File: src/hdl/lsu_pkg.sv
package lsu_pkg;

  localparam int XLEN = 32;

  typedef logic [XLEN-1:0]   xlen_t;
  typedef logic [XLEN-1:0]   addr_t;
  typedef logic [XLEN/8-1:0] strb_t;
  typedef logic [2:0]        funct3_t;

  // load codes, as in the RISC-V base ISA.
  localparam funct3_t FUNCT3_LB  = 3'b000;
  localparam funct3_t FUNCT3_LH  = 3'b001;
  localparam funct3_t FUNCT3_LW  = 3'b010;
  localparam funct3_t FUNCT3_LBU = 3'b100;
  localparam funct3_t FUNCT3_LHU = 3'b101;

  // store codes.
  localparam funct3_t FUNCT3_SB = 3'b000;
  localparam funct3_t FUNCT3_SH = 3'b001;
  localparam funct3_t FUNCT3_SW = 3'b010;

  // a load is a request with no byte enabled.
  typedef struct packed {
    addr_t addr;
    xlen_t wdata;
    strb_t wen;
  } cache_req_t;

  typedef struct packed {
    addr_t addr;
    xlen_t data;
  } cache_rsp_t;

  typedef struct packed {
    addr_t addr;
  } axi_ar_t;

  typedef struct packed {
    xlen_t data;
  } axi_r_t;

  typedef struct packed {
    addr_t addr;
  } axi_aw_t;

  typedef struct packed {
    xlen_t data;
    strb_t strb;
  } axi_w_t;

endpackage

File: src/hdl/lsu.sv
`timescale 1ns/100ps

module lsu
  import lsu_pkg::*;
(
  input  logic       clk,
  input  logic       nrst,
  input  logic       i_valid,
  input  addr_t      i_addr,
  input  xlen_t      i_data,
  input  logic       i_we,
  input  funct3_t    i_funct,
  output logic       o_ready,
  output logic       o_valid,
  output xlen_t      o_rdata,
  output logic       o_req_valid,
  output cache_req_t o_req,
  input  logic       i_req_ready,
  input  logic       i_rsp_valid,
  input  cache_rsp_t i_rsp
);

  strb_t      wen;
  xlen_t      wdata;
  funct3_t    funct3_q;
  logic       accept;
  logic [1:0] byte_off;
  logic [7:0] load_byte;
  logic [15:0] load_half;

  assign o_ready     = i_req_ready;
  assign o_req_valid = i_valid;
  assign o_valid     = i_rsp_valid;
  assign accept      = i_valid && i_req_ready;

  // lane enables follow the size and the low address bits.
  // narrow store data is copied to every lane so the cache only needs the enables.
  always_comb begin
    wen   = '0;
    wdata = i_data;
    case (i_funct)
      FUNCT3_SB: begin
        wen   = strb_t'(1) << i_addr[1:0];
        wdata = {(XLEN/8){i_data[7:0]}};
      end
      FUNCT3_SH: begin
        wen   = i_addr[1] ? strb_t'(4'b1100) : strb_t'(4'b0011);
        wdata = {(XLEN/16){i_data[15:0]}};
      end
      FUNCT3_SW: begin
        wen = '1;
      end
      default: begin
        wen = '0;
      end
    endcase
    if (!i_we) begin
      wen = '0;
    end
  end

  assign o_req.addr  = i_addr;
  assign o_req.wdata = wdata;
  assign o_req.wen   = wen;

  // the size code is needed again when the word comes back.
  always_ff @(posedge clk) begin
    if (!nrst) begin
      funct3_q <= '0;
    end else if (accept) begin
      funct3_q <= i_funct;
    end
  end

  assign byte_off  = i_rsp.addr[1:0];
  assign load_byte = i_rsp.data[8*byte_off +: 8];
  assign load_half = byte_off[1] ? i_rsp.data[31:16] : i_rsp.data[15:0];

  always_comb begin
    case (funct3_q)
      FUNCT3_LB: begin
        o_rdata = {{(XLEN-8){load_byte[7]}}, load_byte};
      end
      FUNCT3_LBU: begin
        o_rdata = {{(XLEN-8){1'b0}}, load_byte};
      end
      FUNCT3_LH: begin
        o_rdata = {{(XLEN-16){load_half[15]}}, load_half};
      end
      FUNCT3_LHU: begin
        o_rdata = {{(XLEN-16){1'b0}}, load_half};
      end
      FUNCT3_LW: begin
        o_rdata = i_rsp.data;
      end
      default: begin
        o_rdata = i_rsp.data;
      end
    endcase
  end

endmodule

File: config.mk
export PLATFORM = sky130hd
export DESIGN_NAME = lsu
export DESIGN_NICKNAME = d
export VERILOG_FILES = /design/src/hdl/lsu_pkg.sv /design/src/hdl/lsu.sv
export SDC_FILE = /design/constraint.sdc
export NUM_CORES = 1
export LEC_CHECK = 0
export ABC_CLOCK_PERIOD_IN_PS = 2300
export BUFFER_PORTS_ARGS = -buffer_cell sky130_fd_sc_hd__buf_2
export CORE_AREA = 2 2 92 94
export CTS_CLUSTER_DIAMETER = 200
export DETAILED_ROUTE_END_ITERATION = 6
export DIE_AREA = 0 0 94 96
export SLEW_MARGIN = 20
export SYNTH_ARGS = -nofsm -noshare
export SYNTH_HDL_FRONTEND = slang
export SYNTH_SLANG_ARGS = --single-unit
export TNS_END_PERCENT = 1
File: constraint.sdc
create_clock -name clk -period 2.3 [get_ports clk]
set_input_delay 0.46 -clock clk [delete_from_list [all_inputs] [get_ports clk]]
set_output_delay 0.46 -clock clk [all_outputs]
set_load 0.005 [all_outputs]
==> results.sh <==
export IMPL_status="finished, final reports clean"
export IMPL_fin_setup_tns_ps=0
export IMPL_critPathKind="in -> out"
export IMPL_overflow=0
export IMPL_io_pins=240
export IMPL_cts_buffer_depth=2
export IMPL_synthesis_nets=360
export IMPL_wl_per_cell_um=12.83
export IMPL_vias_per_cell=4.384
export IMPL_fmax_ghz=0.4497
export IMPL_finalWirelength_mm=5.582
export IMPL_synthArstFlopShare_pct=0
export IMPL_port_buffers=147
export IMPL_synth_cell_types=30
export IMPL_slew_headroom_pct=78.84
export IMPL_dpl_hpwl_mm=4.856
export IMPL_worstHoldStart="funct3_q[2]"
export IMPL_synth_top_area_cell="buf_4"
export IMPL_drv_cap=0
export IMPL_drive_above_1_share_pct=56.67
export IMPL_r2r_start="funct3_q[0]"
export IMPL_top_register="funct3_q"
export IMPL_reg_largest_list="funct3_q (3)"
export IMPL_tightest_slew_ps=317.0
export IMPL_coreArea_um2=8051
export IMPL_hold_violations=0
export IMPL_die_area_um2=9024
export IMPL_hp_class="reg -> reg"
export IMPL_power_density_nw_per_um2=316.0
export IMPL_synth_yosys_seq_area_share_pct=4.017
export IMPL_cts_root_buf="clkbuf_8"
export IMPL_synth_commonest_cells="nand2_1, buf_4, mux2_2"
export IMPL_min_period_over_period_pct=96.68
export IMPL_synth_seq_cells=3
export IMPL_r2r_cells=3
export IMPL_ant_nets=0
export IMPL_rsz0062_at_grt="no"
export IMPL_ir_worst_vdd_mv=0.1053
export IMPL_antenna_cells=0
export IMPL_clock_sinks=3
export IMPL_final_core_util_pct=26.54
export IMPL_synth_most_common_cell="nand2_1"
export IMPL_critical_path_buf_inv_count=3
export IMPL_reg2reg_setup_slack_ps=1320
export IMPL_yosysTopAreaCellShare_pct=21.59
export IMPL_cts_max_level=1
export IMPL_antenna_found_initial=0
export IMPL_cp_required_ps=1840
export IMPL_cts_tree="yes"
export IMPL_drc=0
export IMPL_grt_use_met2_pct=23.27
export IMPL_yosys_warnings=0
export IMPL_grt_usage_pct=11.46
export IMPL_cp_max_fo=12
export IMPL_crit_family="multiplexers"
export IMPL_synth_area_um2=1495
export IMPL_clk_latency_ps=210
export IMPL_largest_reg_flops=3
export IMPL_ys_flop_type="dfxtp_1"
export IMPL_slew_viol_final=0
export IMPL_skew_ps=0
export IMPL_synth_edff_count=0
export IMPL_path_common_cell="buf_2"
export IMPL_num_vias=1907
export IMPL_syn_inst=223
export IMPL_min_delay_path_depth=2
export IMPL_netlist_top_cells_area="buf_4, mux2_2, nand2_1"
export IMPL_initial_utilization_pct=18.57
export IMPL_slowest_delay_ps=520
export IMPL_cp_arrival_ps=1760
export IMPL_busiest_layer="met2"
export IMPL_die_y_um=96
export IMPL_crit_chain="buf_2 -> mux4_2 -> nor3b_2 -> o21bai_4 -> buf_12 -> nand2_1 -> buf_2"
export IMPL_drt_iter0_markers=17
export IMPL_total_leakage_power_nw=1.125
export IMPL_grt_use_met1_pct=11.51
export IMPL_setup_viol=0
export IMPL_r2r_end="funct3_q[0]"
export IMPL_grt_max_degree=25
export IMPL_finalWeightedCongestion=0.8114
export IMPL_fillerInstances=930
export IMPL_clk_pin_slew_ps=30
export IMPL_cts_buffers=3
export IMPL_fp_dieW_um=94
export IMPL_cts_resized=0
export IMPL_worstHoldEndpoint="funct3_q[2]"
export IMPL_layout_min_cycle_time_ps=2224
export IMPL_worst_setup_path_end_kind="primary output"
export IMPL_grt_pass1_wl_mm=8.197
export IMPL_syn_area_per_cell_um2=6.705
export IMPL_dr_pass1_iters=4
export IMPL_critPathLaunchType="input port"
export IMPL_slowest_stage="mux4_2"
export IMPL_row_count=33
export IMPL_final_nets=468
export IMPL_area_growth_pct=42.93
export IMPL_met3_usage_pct=2.819
export IMPL_grt_pass1_vias=1835
[layer usage]
metal / wire length, um / part of all wire [%]
met1: 2100 / 38
met5: 0 / 0
met4: 57 / 1.0
met2: 2843 / 51
met3: 581 / 10
[worst reg2reg max path: stages, from the launching register on]
cell	delay, ps
dfxtp_1	490
buf_4	190
nand2_1	50
a21boi_0	170
[what timing repair did]
action,in CTS,in global routing
setup buffers,0,0
endpoints found under the setup margin,0,3
hold buffers,0,0
[how the worst max path moves through the flow]
stage | slack [ps] | cells after the start | start | endpoint
2_1_floorplan | 310 | 5 | i_rsp[33] | o_rdata[16]
3_3_place_gp | 50 | 7 | i_rsp[33] | o_rdata[31]
3_5_place_dp | 40 | 7 | i_rsp[33] | o_rdata[31]
4_1_cts | 40 | 7 | i_rsp[33] | o_rdata[31]
5_1_grt | 20 | 7 | i_rsp[33] | o_rdata[31]
6_report | 80 | 7 | i_rsp[33] | o_rdata[31]
[cells in the final DEF (no fill, tap or decap)]
cell / n
or2_2: 1
buf_12: 2
mux2_2: 20
nor3_1: 2
nand2b_1: 3
inv_1: 3
o21bai_1: 1
o211ai_1: 3
nor3_2: 1
a21boi_0: 3
buf_4: 10
clkbuf_8: 3
dfxtp_1: 3
nand3b_1: 1
a211oi_1: 11
nor2b_1: 6
a22oi_1: 3
mux2i_1: 12
nor3b_2: 1
mux4_2: 1
o21ai_0: 5
clkbuf_1: 1
o21bai_4: 1
nand3_1: 3
o32ai_1: 1
a221o_1: 2
nand2_1: 45
buf_2: 147
nor2_1: 17
a21oi_1: 18
[cell type report]
cell class | count | area [um2] | area share [%]
Sequential cell | 3 | 60.06 | 2.810
Timing Repair Buffer | 159 | 850.8 | 39.81
Inverter | 3 | 11.26 | 0.5269
Multi-Input combinational cell | 161 | 1039 | 48.60
Clock buffer | 4 | 45.04 | 2.108
Tap cell | 105 | 131.4 | 6.148
[power by group]
part           internal (mW)  switching, mW  total (mW)  leakage, nW
Sequential            0.0549        0.00454      0.0594       0.0245
Clock                  0.118         0.0333       0.151       0.0228
Combinational          0.245          0.220       0.464         1.08
Total                  0.418          0.258       0.675         1.12
[cell families after synthesis]
| logic type | share of synthesized area, % |
|---|---|
| buffers and inverters | 26.53 |
| AND/OR/NAND/NOR | 23.43 |
| AO/OA/AOI/OAI | 21.42 |
| multiplexers | 24.60 |
| flip-flops | 4.017 |
[per-stage QoR]
step | power, mW | std cells | hold slack, ps | setup WS (ps) | cell area (um2)
detailed placement | 0.5325 | 431 | 506.2 | 40.33 | 2092
CTS | 0.6894 | 435 | 510.4 | 38.13 | 2137
floorplan | 0.3301 | 223 | 456.7 | 311.7 | 1495
global route | 0.7368 | 435 | 532.5 | 15.06 | 2137
finish | 0.6753 | 435 | 493.0 | 76.43 | 2137
global placement | 0.5270 | 431 | 487.7 | 47.72 | 2092
(Power assumes the default switching activity.)
