## config.mk

```make
export PLATFORM = sky130hd
export DESIGN_NAME = dcache
export DESIGN_NICKNAME = d
export VERILOG_FILES = /design/src/hdl/lsu_pkg.sv /design/src/hdl/dcache.sv
export SDC_FILE = /design/constraint.sdc
export NUM_CORES = 1
export LEC_CHECK = 0
export BUFFER_PORTS_ARGS = -buffer_cell sky130_fd_sc_hd__buf_2
export CORE_MARGIN = 4
export CORE_UTILIZATION = 65
export DETAILED_ROUTE_END_ITERATION = 12
export PLACE_DENSITY = 0.85
export SYNTH_ARGS = -nofsm -noshare
export SYNTH_HDL_FRONTEND = slang
export SYNTH_SLANG_ARGS = --single-unit
```

## constraint.sdc

```tcl
create_clock -name clk -period 12.1 [get_ports clk]
set_clock_uncertainty 0.1 [all_clocks]
set_input_delay 1.815 -clock clk [delete_from_list [all_inputs] [get_ports clk]]
set_output_delay 1.815 -clock clk [all_outputs]
set_load 0.005 [all_outputs]
```

## src/hdl/lsu_pkg.sv

```systemverilog
package lsu_pkg;

  localparam int XLEN = 32;

  typedef logic [XLEN-1:0]   xlen_t;
  typedef logic [XLEN-1:0]   addr_t;
  typedef logic [XLEN/8-1:0] strb_t;
  typedef logic [2:0]        funct3_t;

  // load codes, as in the RISC-V base ISA.
  localparam funct3_t FUNCT3_LB  = 3'b000;
  localparam funct3_t FUNCT3_LH  = 3'b001;
  localparam funct3_t FUNCT3_LW  = 3'b010;
  localparam funct3_t FUNCT3_LBU = 3'b100;
  localparam funct3_t FUNCT3_LHU = 3'b101;

  // store codes.
  localparam funct3_t FUNCT3_SB = 3'b000;
  localparam funct3_t FUNCT3_SH = 3'b001;
  localparam funct3_t FUNCT3_SW = 3'b010;

  // a load is a request with no byte enabled.
  typedef struct packed {
    addr_t addr;
    xlen_t wdata;
    strb_t wen;
  } cache_req_t;

  typedef struct packed {
    addr_t addr;
    xlen_t data;
  } cache_rsp_t;

  typedef struct packed {
    addr_t addr;
  } axi_ar_t;

  typedef struct packed {
    xlen_t data;
  } axi_r_t;

  typedef struct packed {
    addr_t addr;
  } axi_aw_t;

  typedef struct packed {
    xlen_t data;
    strb_t strb;
  } axi_w_t;

endpackage

```

## src/hdl/dcache.sv

```systemverilog
`timescale 1ns/100ps

module dcache
  import lsu_pkg::*;
#(
  parameter int INDEX_W = 4
) (
  input  logic       clk,
  input  logic       nrst,
  input  logic       i_req_valid,
  input  cache_req_t i_req,
  output logic       o_req_ready,
  output logic       o_rsp_valid,
  output cache_rsp_t o_rsp,
  output logic       o_ar_valid,
  output axi_ar_t    o_ar,
  input  logic       i_ar_ready,
  input  logic       i_r_valid,
  input  axi_r_t     i_r,
  output logic       o_aw_valid,
  output axi_aw_t    o_aw,
  input  logic       i_aw_ready,
  output logic       o_w_valid,
  output axi_w_t     o_w,
  input  logic       i_w_ready,
  input  logic       i_b_valid
);

  localparam int LINES = 2 ** INDEX_W;
  localparam int TAG_W = XLEN - INDEX_W - 2;

  typedef logic [INDEX_W-1:0] index_t;
  typedef logic [TAG_W-1:0]   tag_t;

  typedef enum logic [2:0] {
    ST_IDLE,
    ST_LOOKUP,
    ST_READ_MISS,
    ST_WRITE,
    ST_RESPOND
  } state_t;

  state_t           state;
  state_t           state_nxt;
  tag_t             tag_mem [LINES];
  xlen_t            data_mem [LINES];
  logic [LINES-1:0] line_valid;
  cache_req_t       req_q;
  tag_t             tag_q;
  xlen_t            data_q;
  logic             valid_q;
  logic             ar_done;
  logic             aw_done;
  logic             w_done;
  index_t           req_index;
  index_t           idx_q;
  tag_t             tag_req;
  logic             accept;
  logic             is_store;
  logic             hit;
  logic             fill;
  logic             merge;
  xlen_t            merged;

  assign req_index = i_req.addr[INDEX_W+1:2];
  assign idx_q     = req_q.addr[INDEX_W+1:2];
  assign tag_req   = req_q.addr[XLEN-1:INDEX_W+2];

  assign o_req_ready = (state == ST_IDLE);
  assign accept      = i_req_valid && o_req_ready;
  assign is_store    = |req_q.wen;
  assign hit         = valid_q && (tag_q == tag_req);
  assign fill        = (state == ST_READ_MISS) && i_r_valid;
  assign merge       = (state == ST_LOOKUP) && is_store && hit;

  always_comb begin
    for (int i = 0; i < XLEN/8; i++) begin
      merged[8*i +: 8] = req_q.wen[i] ? req_q.wdata[8*i +: 8] : data_q[8*i +: 8];
    end
  end

  // lookup decides. Loads that hit answer at once, everything else goes to the bus.
  always_comb begin
    state_nxt = state;
    case (state)
      ST_IDLE: begin
        if (accept) begin
          state_nxt = ST_LOOKUP;
        end
      end
      ST_LOOKUP: begin
        if (is_store) begin
          state_nxt = ST_WRITE;
        end else if (hit) begin
          state_nxt = ST_IDLE;
        end else begin
          state_nxt = ST_READ_MISS;
        end
      end
      ST_READ_MISS: begin
        if (i_r_valid) begin
          state_nxt = ST_RESPOND;
        end
      end
      ST_WRITE: begin
        if (i_b_valid) begin
          state_nxt = ST_RESPOND;
        end
      end
      default: begin
        state_nxt = ST_IDLE;
      end
    endcase
  end

  // bus requests go out already in the lookup cycle and stay up until taken.
  assign o_ar_valid = ((state == ST_LOOKUP) && !is_store && !hit) ||
                      ((state == ST_READ_MISS) && !ar_done);
  assign o_aw_valid = ((state == ST_LOOKUP) && is_store) ||
                      ((state == ST_WRITE) && !aw_done);
  assign o_w_valid  = ((state == ST_LOOKUP) && is_store) ||
                      ((state == ST_WRITE) && !w_done);

  assign o_rsp_valid = ((state == ST_LOOKUP) && !is_store && hit) || (state == ST_RESPOND);

  assign o_ar.addr  = {req_q.addr[XLEN-1:2], 2'b00};
  assign o_aw.addr  = {req_q.addr[XLEN-1:2], 2'b00};
  assign o_w.data   = req_q.wdata;
  assign o_w.strb   = req_q.wen;
  assign o_rsp.addr = req_q.addr;
  assign o_rsp.data = data_q;

  always_ff @(posedge clk) begin
    if (!nrst) begin
      state      <= ST_IDLE;
      line_valid <= '0;
      ar_done    <= 1'b0;
      aw_done    <= 1'b0;
      w_done     <= 1'b0;
    end else begin
      state <= state_nxt;
      if (accept) begin
        ar_done <= 1'b0;
        aw_done <= 1'b0;
        w_done  <= 1'b0;
      end else begin
        ar_done <= ar_done || (o_ar_valid && i_ar_ready);
        aw_done <= aw_done || (o_aw_valid && i_aw_ready);
        w_done  <= w_done || (o_w_valid && i_w_ready);
      end
      if (fill) begin
        line_valid[idx_q] <= 1'b1;
      end
    end
  end

  // the line is read on acceptance and looked at in the next cycle.
  always_ff @(posedge clk) begin
    if (accept) begin
      req_q   <= i_req;
      tag_q   <= tag_mem[req_index];
      data_q  <= data_mem[req_index];
      valid_q <= line_valid[req_index];
    end else if (fill) begin
      data_q <= i_r.data;
    end
  end

  always_ff @(posedge clk) begin
    if (fill) begin
      tag_mem[idx_q]  <= tag_req;
      data_mem[idx_q] <= i_r.data;
    end else if (merge) begin
      data_mem[idx_q] <= merged;
    end
  end

endmodule

```

==> summary.txt <==
STA
  – Setup repair after global routing missed its margin: false
  – Final setup margin: 6.69 ns
  – Worst slew margin relative to its limit: 0.190
  – Hold Vio Cnt, Final: 0
  – Crit share post-route: 0.447
  – Setup TNS: 0 ns
  – Slew @ Worst Pin: 1.22 ns
  – Fin. max-slew vios: 0
  – Number of failing setup endpoints in the final timing report: 0
  – Minimum clock period after layout: 5.41 ns
  – Max frequency: 0.185 GHz

Synth
  – Post-synthesis instance total: 1,830
  – Synthesized area per cell: 22.8 µm²
  – Area of the mapped netlist: 41,800 µm²
  – Seq/Total Area, Yosys: 0.769
  – Synthesis warning total: 0
  – Predominant post-synthesis flop cell: edfxtp_1
  – Post-synthesis cell type count: 47
  – Number of flops mapped to enable cells by yosys: 1,055
  – Dominant cells by area after synthesis: edfxtp_1 (76%), mux4_2 (14%), mux2i_1 (1.6%)
  – Top cell type's share of synthesized area: 0.758
  – Total of flip-flops plus latches after synthesis: 1,077
  – Area leader, netlist: edfxtp_1
  – Fraction of synthesis flops using an asynchronous set or reset pin: 0

Setup path
  – Count of cells along the worst register-to-register path: 7
  – Logic depth of the worst setup path including buffers: 6
  – Largest delay contributor family on the critical path: simple AND/OR/NAND/NOR gates
  – Slowest-stage cell, CP: nor4_2
  – Critical Path AT: 3.49 ns
  – Data required time of the worst path: 10.18 ns
  – Critical-path cell list: xnor2_1 -> nand4_1 -> nor4_2 -> and2_1 -> a21o_1 -> buf_2
  – Sum of buffers and inverters on the critical path: 1
  – Type of origin of the critical path: flop
  – CP Class: flop to output pin
  – Largest incremental delay on the critical path: 0.97 ns
  – Kind of end point of the critical path: output pin
  – CP Max Fanout: 20

Clocking
  – Setup fix buffers added after clock tree synthesis: 0
  – Total clock buffers created by CTS: 101
  – Cell at the root of the clock tree: clkbuf_16
  – Number of clock sinks: 1,077
  – Register clock-pin slew on the reported worst setup and hold paths: 0.06 ns
  – CTS max path bufs: 3
  – TritonCTS clock tree: built
  – H-tree depth: 3
  – Clock latency reported for the late side of the worst-skew pair: 0.67 ns
  – Cts-stage hold buffer count: 0
  – CTS resizes: 0

Floorplanning
  – Effective utilization at floorplan: 0.660
  – Number of ports placed on the die boundary: 277
  – Y dimension of the die: 262 µm
  – Chip width: 262 µm
  – Die Area: 68,400 µm²
  – # rows: 92
  – Area of the placeable core: 63,300 µm²

Min path
  – Path category of the worst min-delay check: flop to flop
  – Worst Hold Path Cells: 1

Route
  – Post-detailed-route via-to-cell ratio: 6.89
  – Via count: 20,900
  – Detailed-route wire length: 103,000 µm
  – DRC violations left: 0
  – Average wire per standard cell: 33.9 µm
  – Iter 0 DRT Violations: 2,814
  – Initial DRT Pass Iterations: 5
  – Count of nets left with antenna violations after detail routing: 0

Global routing
  – Number of global-route vias before repair: 21,800
  – Antenna violations before repair: 2
  – Maximum number of pins on one net before global-route repair: 111
  – Overall global routing resource usage: 0.305
  – Global-route wire length before repair: 148,000 µm
  – GRT Residual Overflow: 0

Run status
  – Result of the run: finished, final reports clean

Pwr
  – Sw frac: 0.224
  – Leakage dissipation: 15.5 nW
  – Gate power share: 0.069
  – Ratio of total power to cell area: 173 nW/µm²
  – Clk network pwr share: 0.399
  – Internal power summed over all cells: 6.35 mW
  – IR drop worst, VDD: 0.167 mV
  – Sequential Power Share: 0.532
  – Sw Pwr: 1.84 mW

Cells and area
  – Post-layout net count: 2,201
  – Finished Core Util: 0.749
  – Number of filler cells placed in the layout: 3,248
  – Layout cell share with drive strength beyond 1: 0.385
  – Area growth, synth to finish: 13.4%

Run
  – Max-capacitance violation count: 0

Placed design
  – Number of I/O port buffers: 272
  – DP Worst Slack: 6.94 ns
  – Detailed-placement wirelength estimate: 49,800 µm
  – Weighted congestion at the end of routability-driven global placement: 0.759
==> flip-flops by register name, summed over array words and instances, names as in the netlist, 2 cells and up <==
register and count:
data_mem 512, o_rsp 2, tag_q 26, data_q 32, o_ar 30, tag_mem 416, state 3, line_valid 16
o_w 36
==> cells by family (layout without fill, tap and decap cells) <==
logic type             count (synthesis)  after routing  share of synthesized area
buffers and inverters                160            504                     0.0224
AO/OA/AOI/OAI                        110            110                     0.0190
XOR/XNOR                              26             26                    0.00545
other                                  1              8                  0.0000897
multiplexers                         393            393                      0.176
AND/OR/NAND/NOR                       63             63                    0.00874
flip-flops                          1077           1077                      0.769
==> worst paths after layout <==
| check | from | to | slack [ns] |
|---|---|---|---|
| setup / recovery | o_ar[17]$_DFFE_PP_ | o_rsp_valid | 6.69 |
| hold / removal | line_valid[15]$_SDFFE_PN0P_ | line_valid[15]$_SDFFE_PN0P_ | 0.37 |
| setup reg to reg | o_ar[17]$_DFFE_PP_ | data_mem[8][10]$_DFFE_PP_ | 7.35 |
| hold reg to reg | line_valid[15]$_SDFFE_PN0P_ | line_valid[15]$_SDFFE_PN0P_ | 0.37 |
==> cells in the mapped netlist (2+ instances only) <==
master,count
a2111oi_1,2
a2111oi_2,4
a211oi_1,9
a21o_1,3
a21oi_1,4
a2bb2oi_1,30
a31oi_1,2
buf_1,14
buf_2,35
buf_4,74
buf_6,2
clkbuf_1,32
dfxtp_1,22
edfxtp_1,1055
inv_1,2
mux2_2,55
mux2_4,10
mux2i_1,65
mux4_2,263
nand2_1,9
nand2b_1,7
nand3_1,2
nand3b_1,2
nand4_1,7
nor2_1,15
nor3_1,5
nor3b_1,2
o21a_1,16
o21ai_0,24
o21ai_1,10
o22ai_1,4
or2_2,4
xnor2_1,26
==> cell usage in the layout, fill, tap and decap left out, types with 4 or more instances in the layout <==
cell type	Yosys	final
clkbuf_16	0	102
a2bb2oi_1	30	30
or2_2	4	4
diode_2	0	4
mux2i_1	65	65
clkinv_1	0	20
nand2b_1	7	6
mux2_4	10	10
edfxtp_1	1055	1055
mux4_2	263	263
o21ai_0	24	24
buf_2	35	269
xnor2_1	26	26
buf_4	74	41
nor3_2	1	5
o21a_1	16	16
conb_1	1	4
dfxtp_1	22	22
clkbuf_1	32	16
nor2_4	0	11
nand4_1	7	7
o21ai_1	10	10
a2111oi_4	0	4
bufinv_16	0	14
a211oi_4	0	9
clkinv_8	0	4
clkbuf_8	0	4
mux2_2	55	55
o22ai_1	4	4
clkinv_2	0	17
nand2_1	9	7
inv_6	0	4
==> routing by layer <==
layer,global-route usage,routed length (µm)
met1,0.412,33900
met2,0.513,53100
met3,0.0632,12000
met4,0.0957,3590
met5,0,0
==> final cells by class <==
type	count	area (µm²)	area share
sequential	1077	32100	0.678
timing repair buffer	314	1720	0.0362
inverter	3	16.3	0.000343
clock buffer	122	2670	0.0563
tap	846	1060	0.0223
multi-input combinational	596	9060	0.191
clock inverter	65	751	0.0158
antenna	4	10.0	0.000211
==> power groups by stage <==
stage	combinational [mW]	clock [mW]	sequential, mW
after global placement	0.537	0	4.42
after floorplan	0.349	0	4.39
final	0.565	3.27	4.36
after detailed placement	0.554	0	4.43
after CTS	0.567	3.28	4.36
after global routing	0.599	3.46	4.37
==> metrics by stage <==
step / instances / area (µm²) / total power, mW / hold slack, ns
6_report: 3027 / 47400 / 8.19 / 0.370
5_1_grt: 3024 / 47400 / 8.42 / 0.385
4_1_cts: 3023 / 47400 / 8.21 / 0.368
3_5_place_dp: 2836 / 44000 / 4.99 / 0.349
3_3_place_gp: 2836 / 44000 / 4.96 / 0.341
2_1_floorplan: 1833 / 41800 / 4.74 / 0.332
Power figures use the tool's default switching activity.
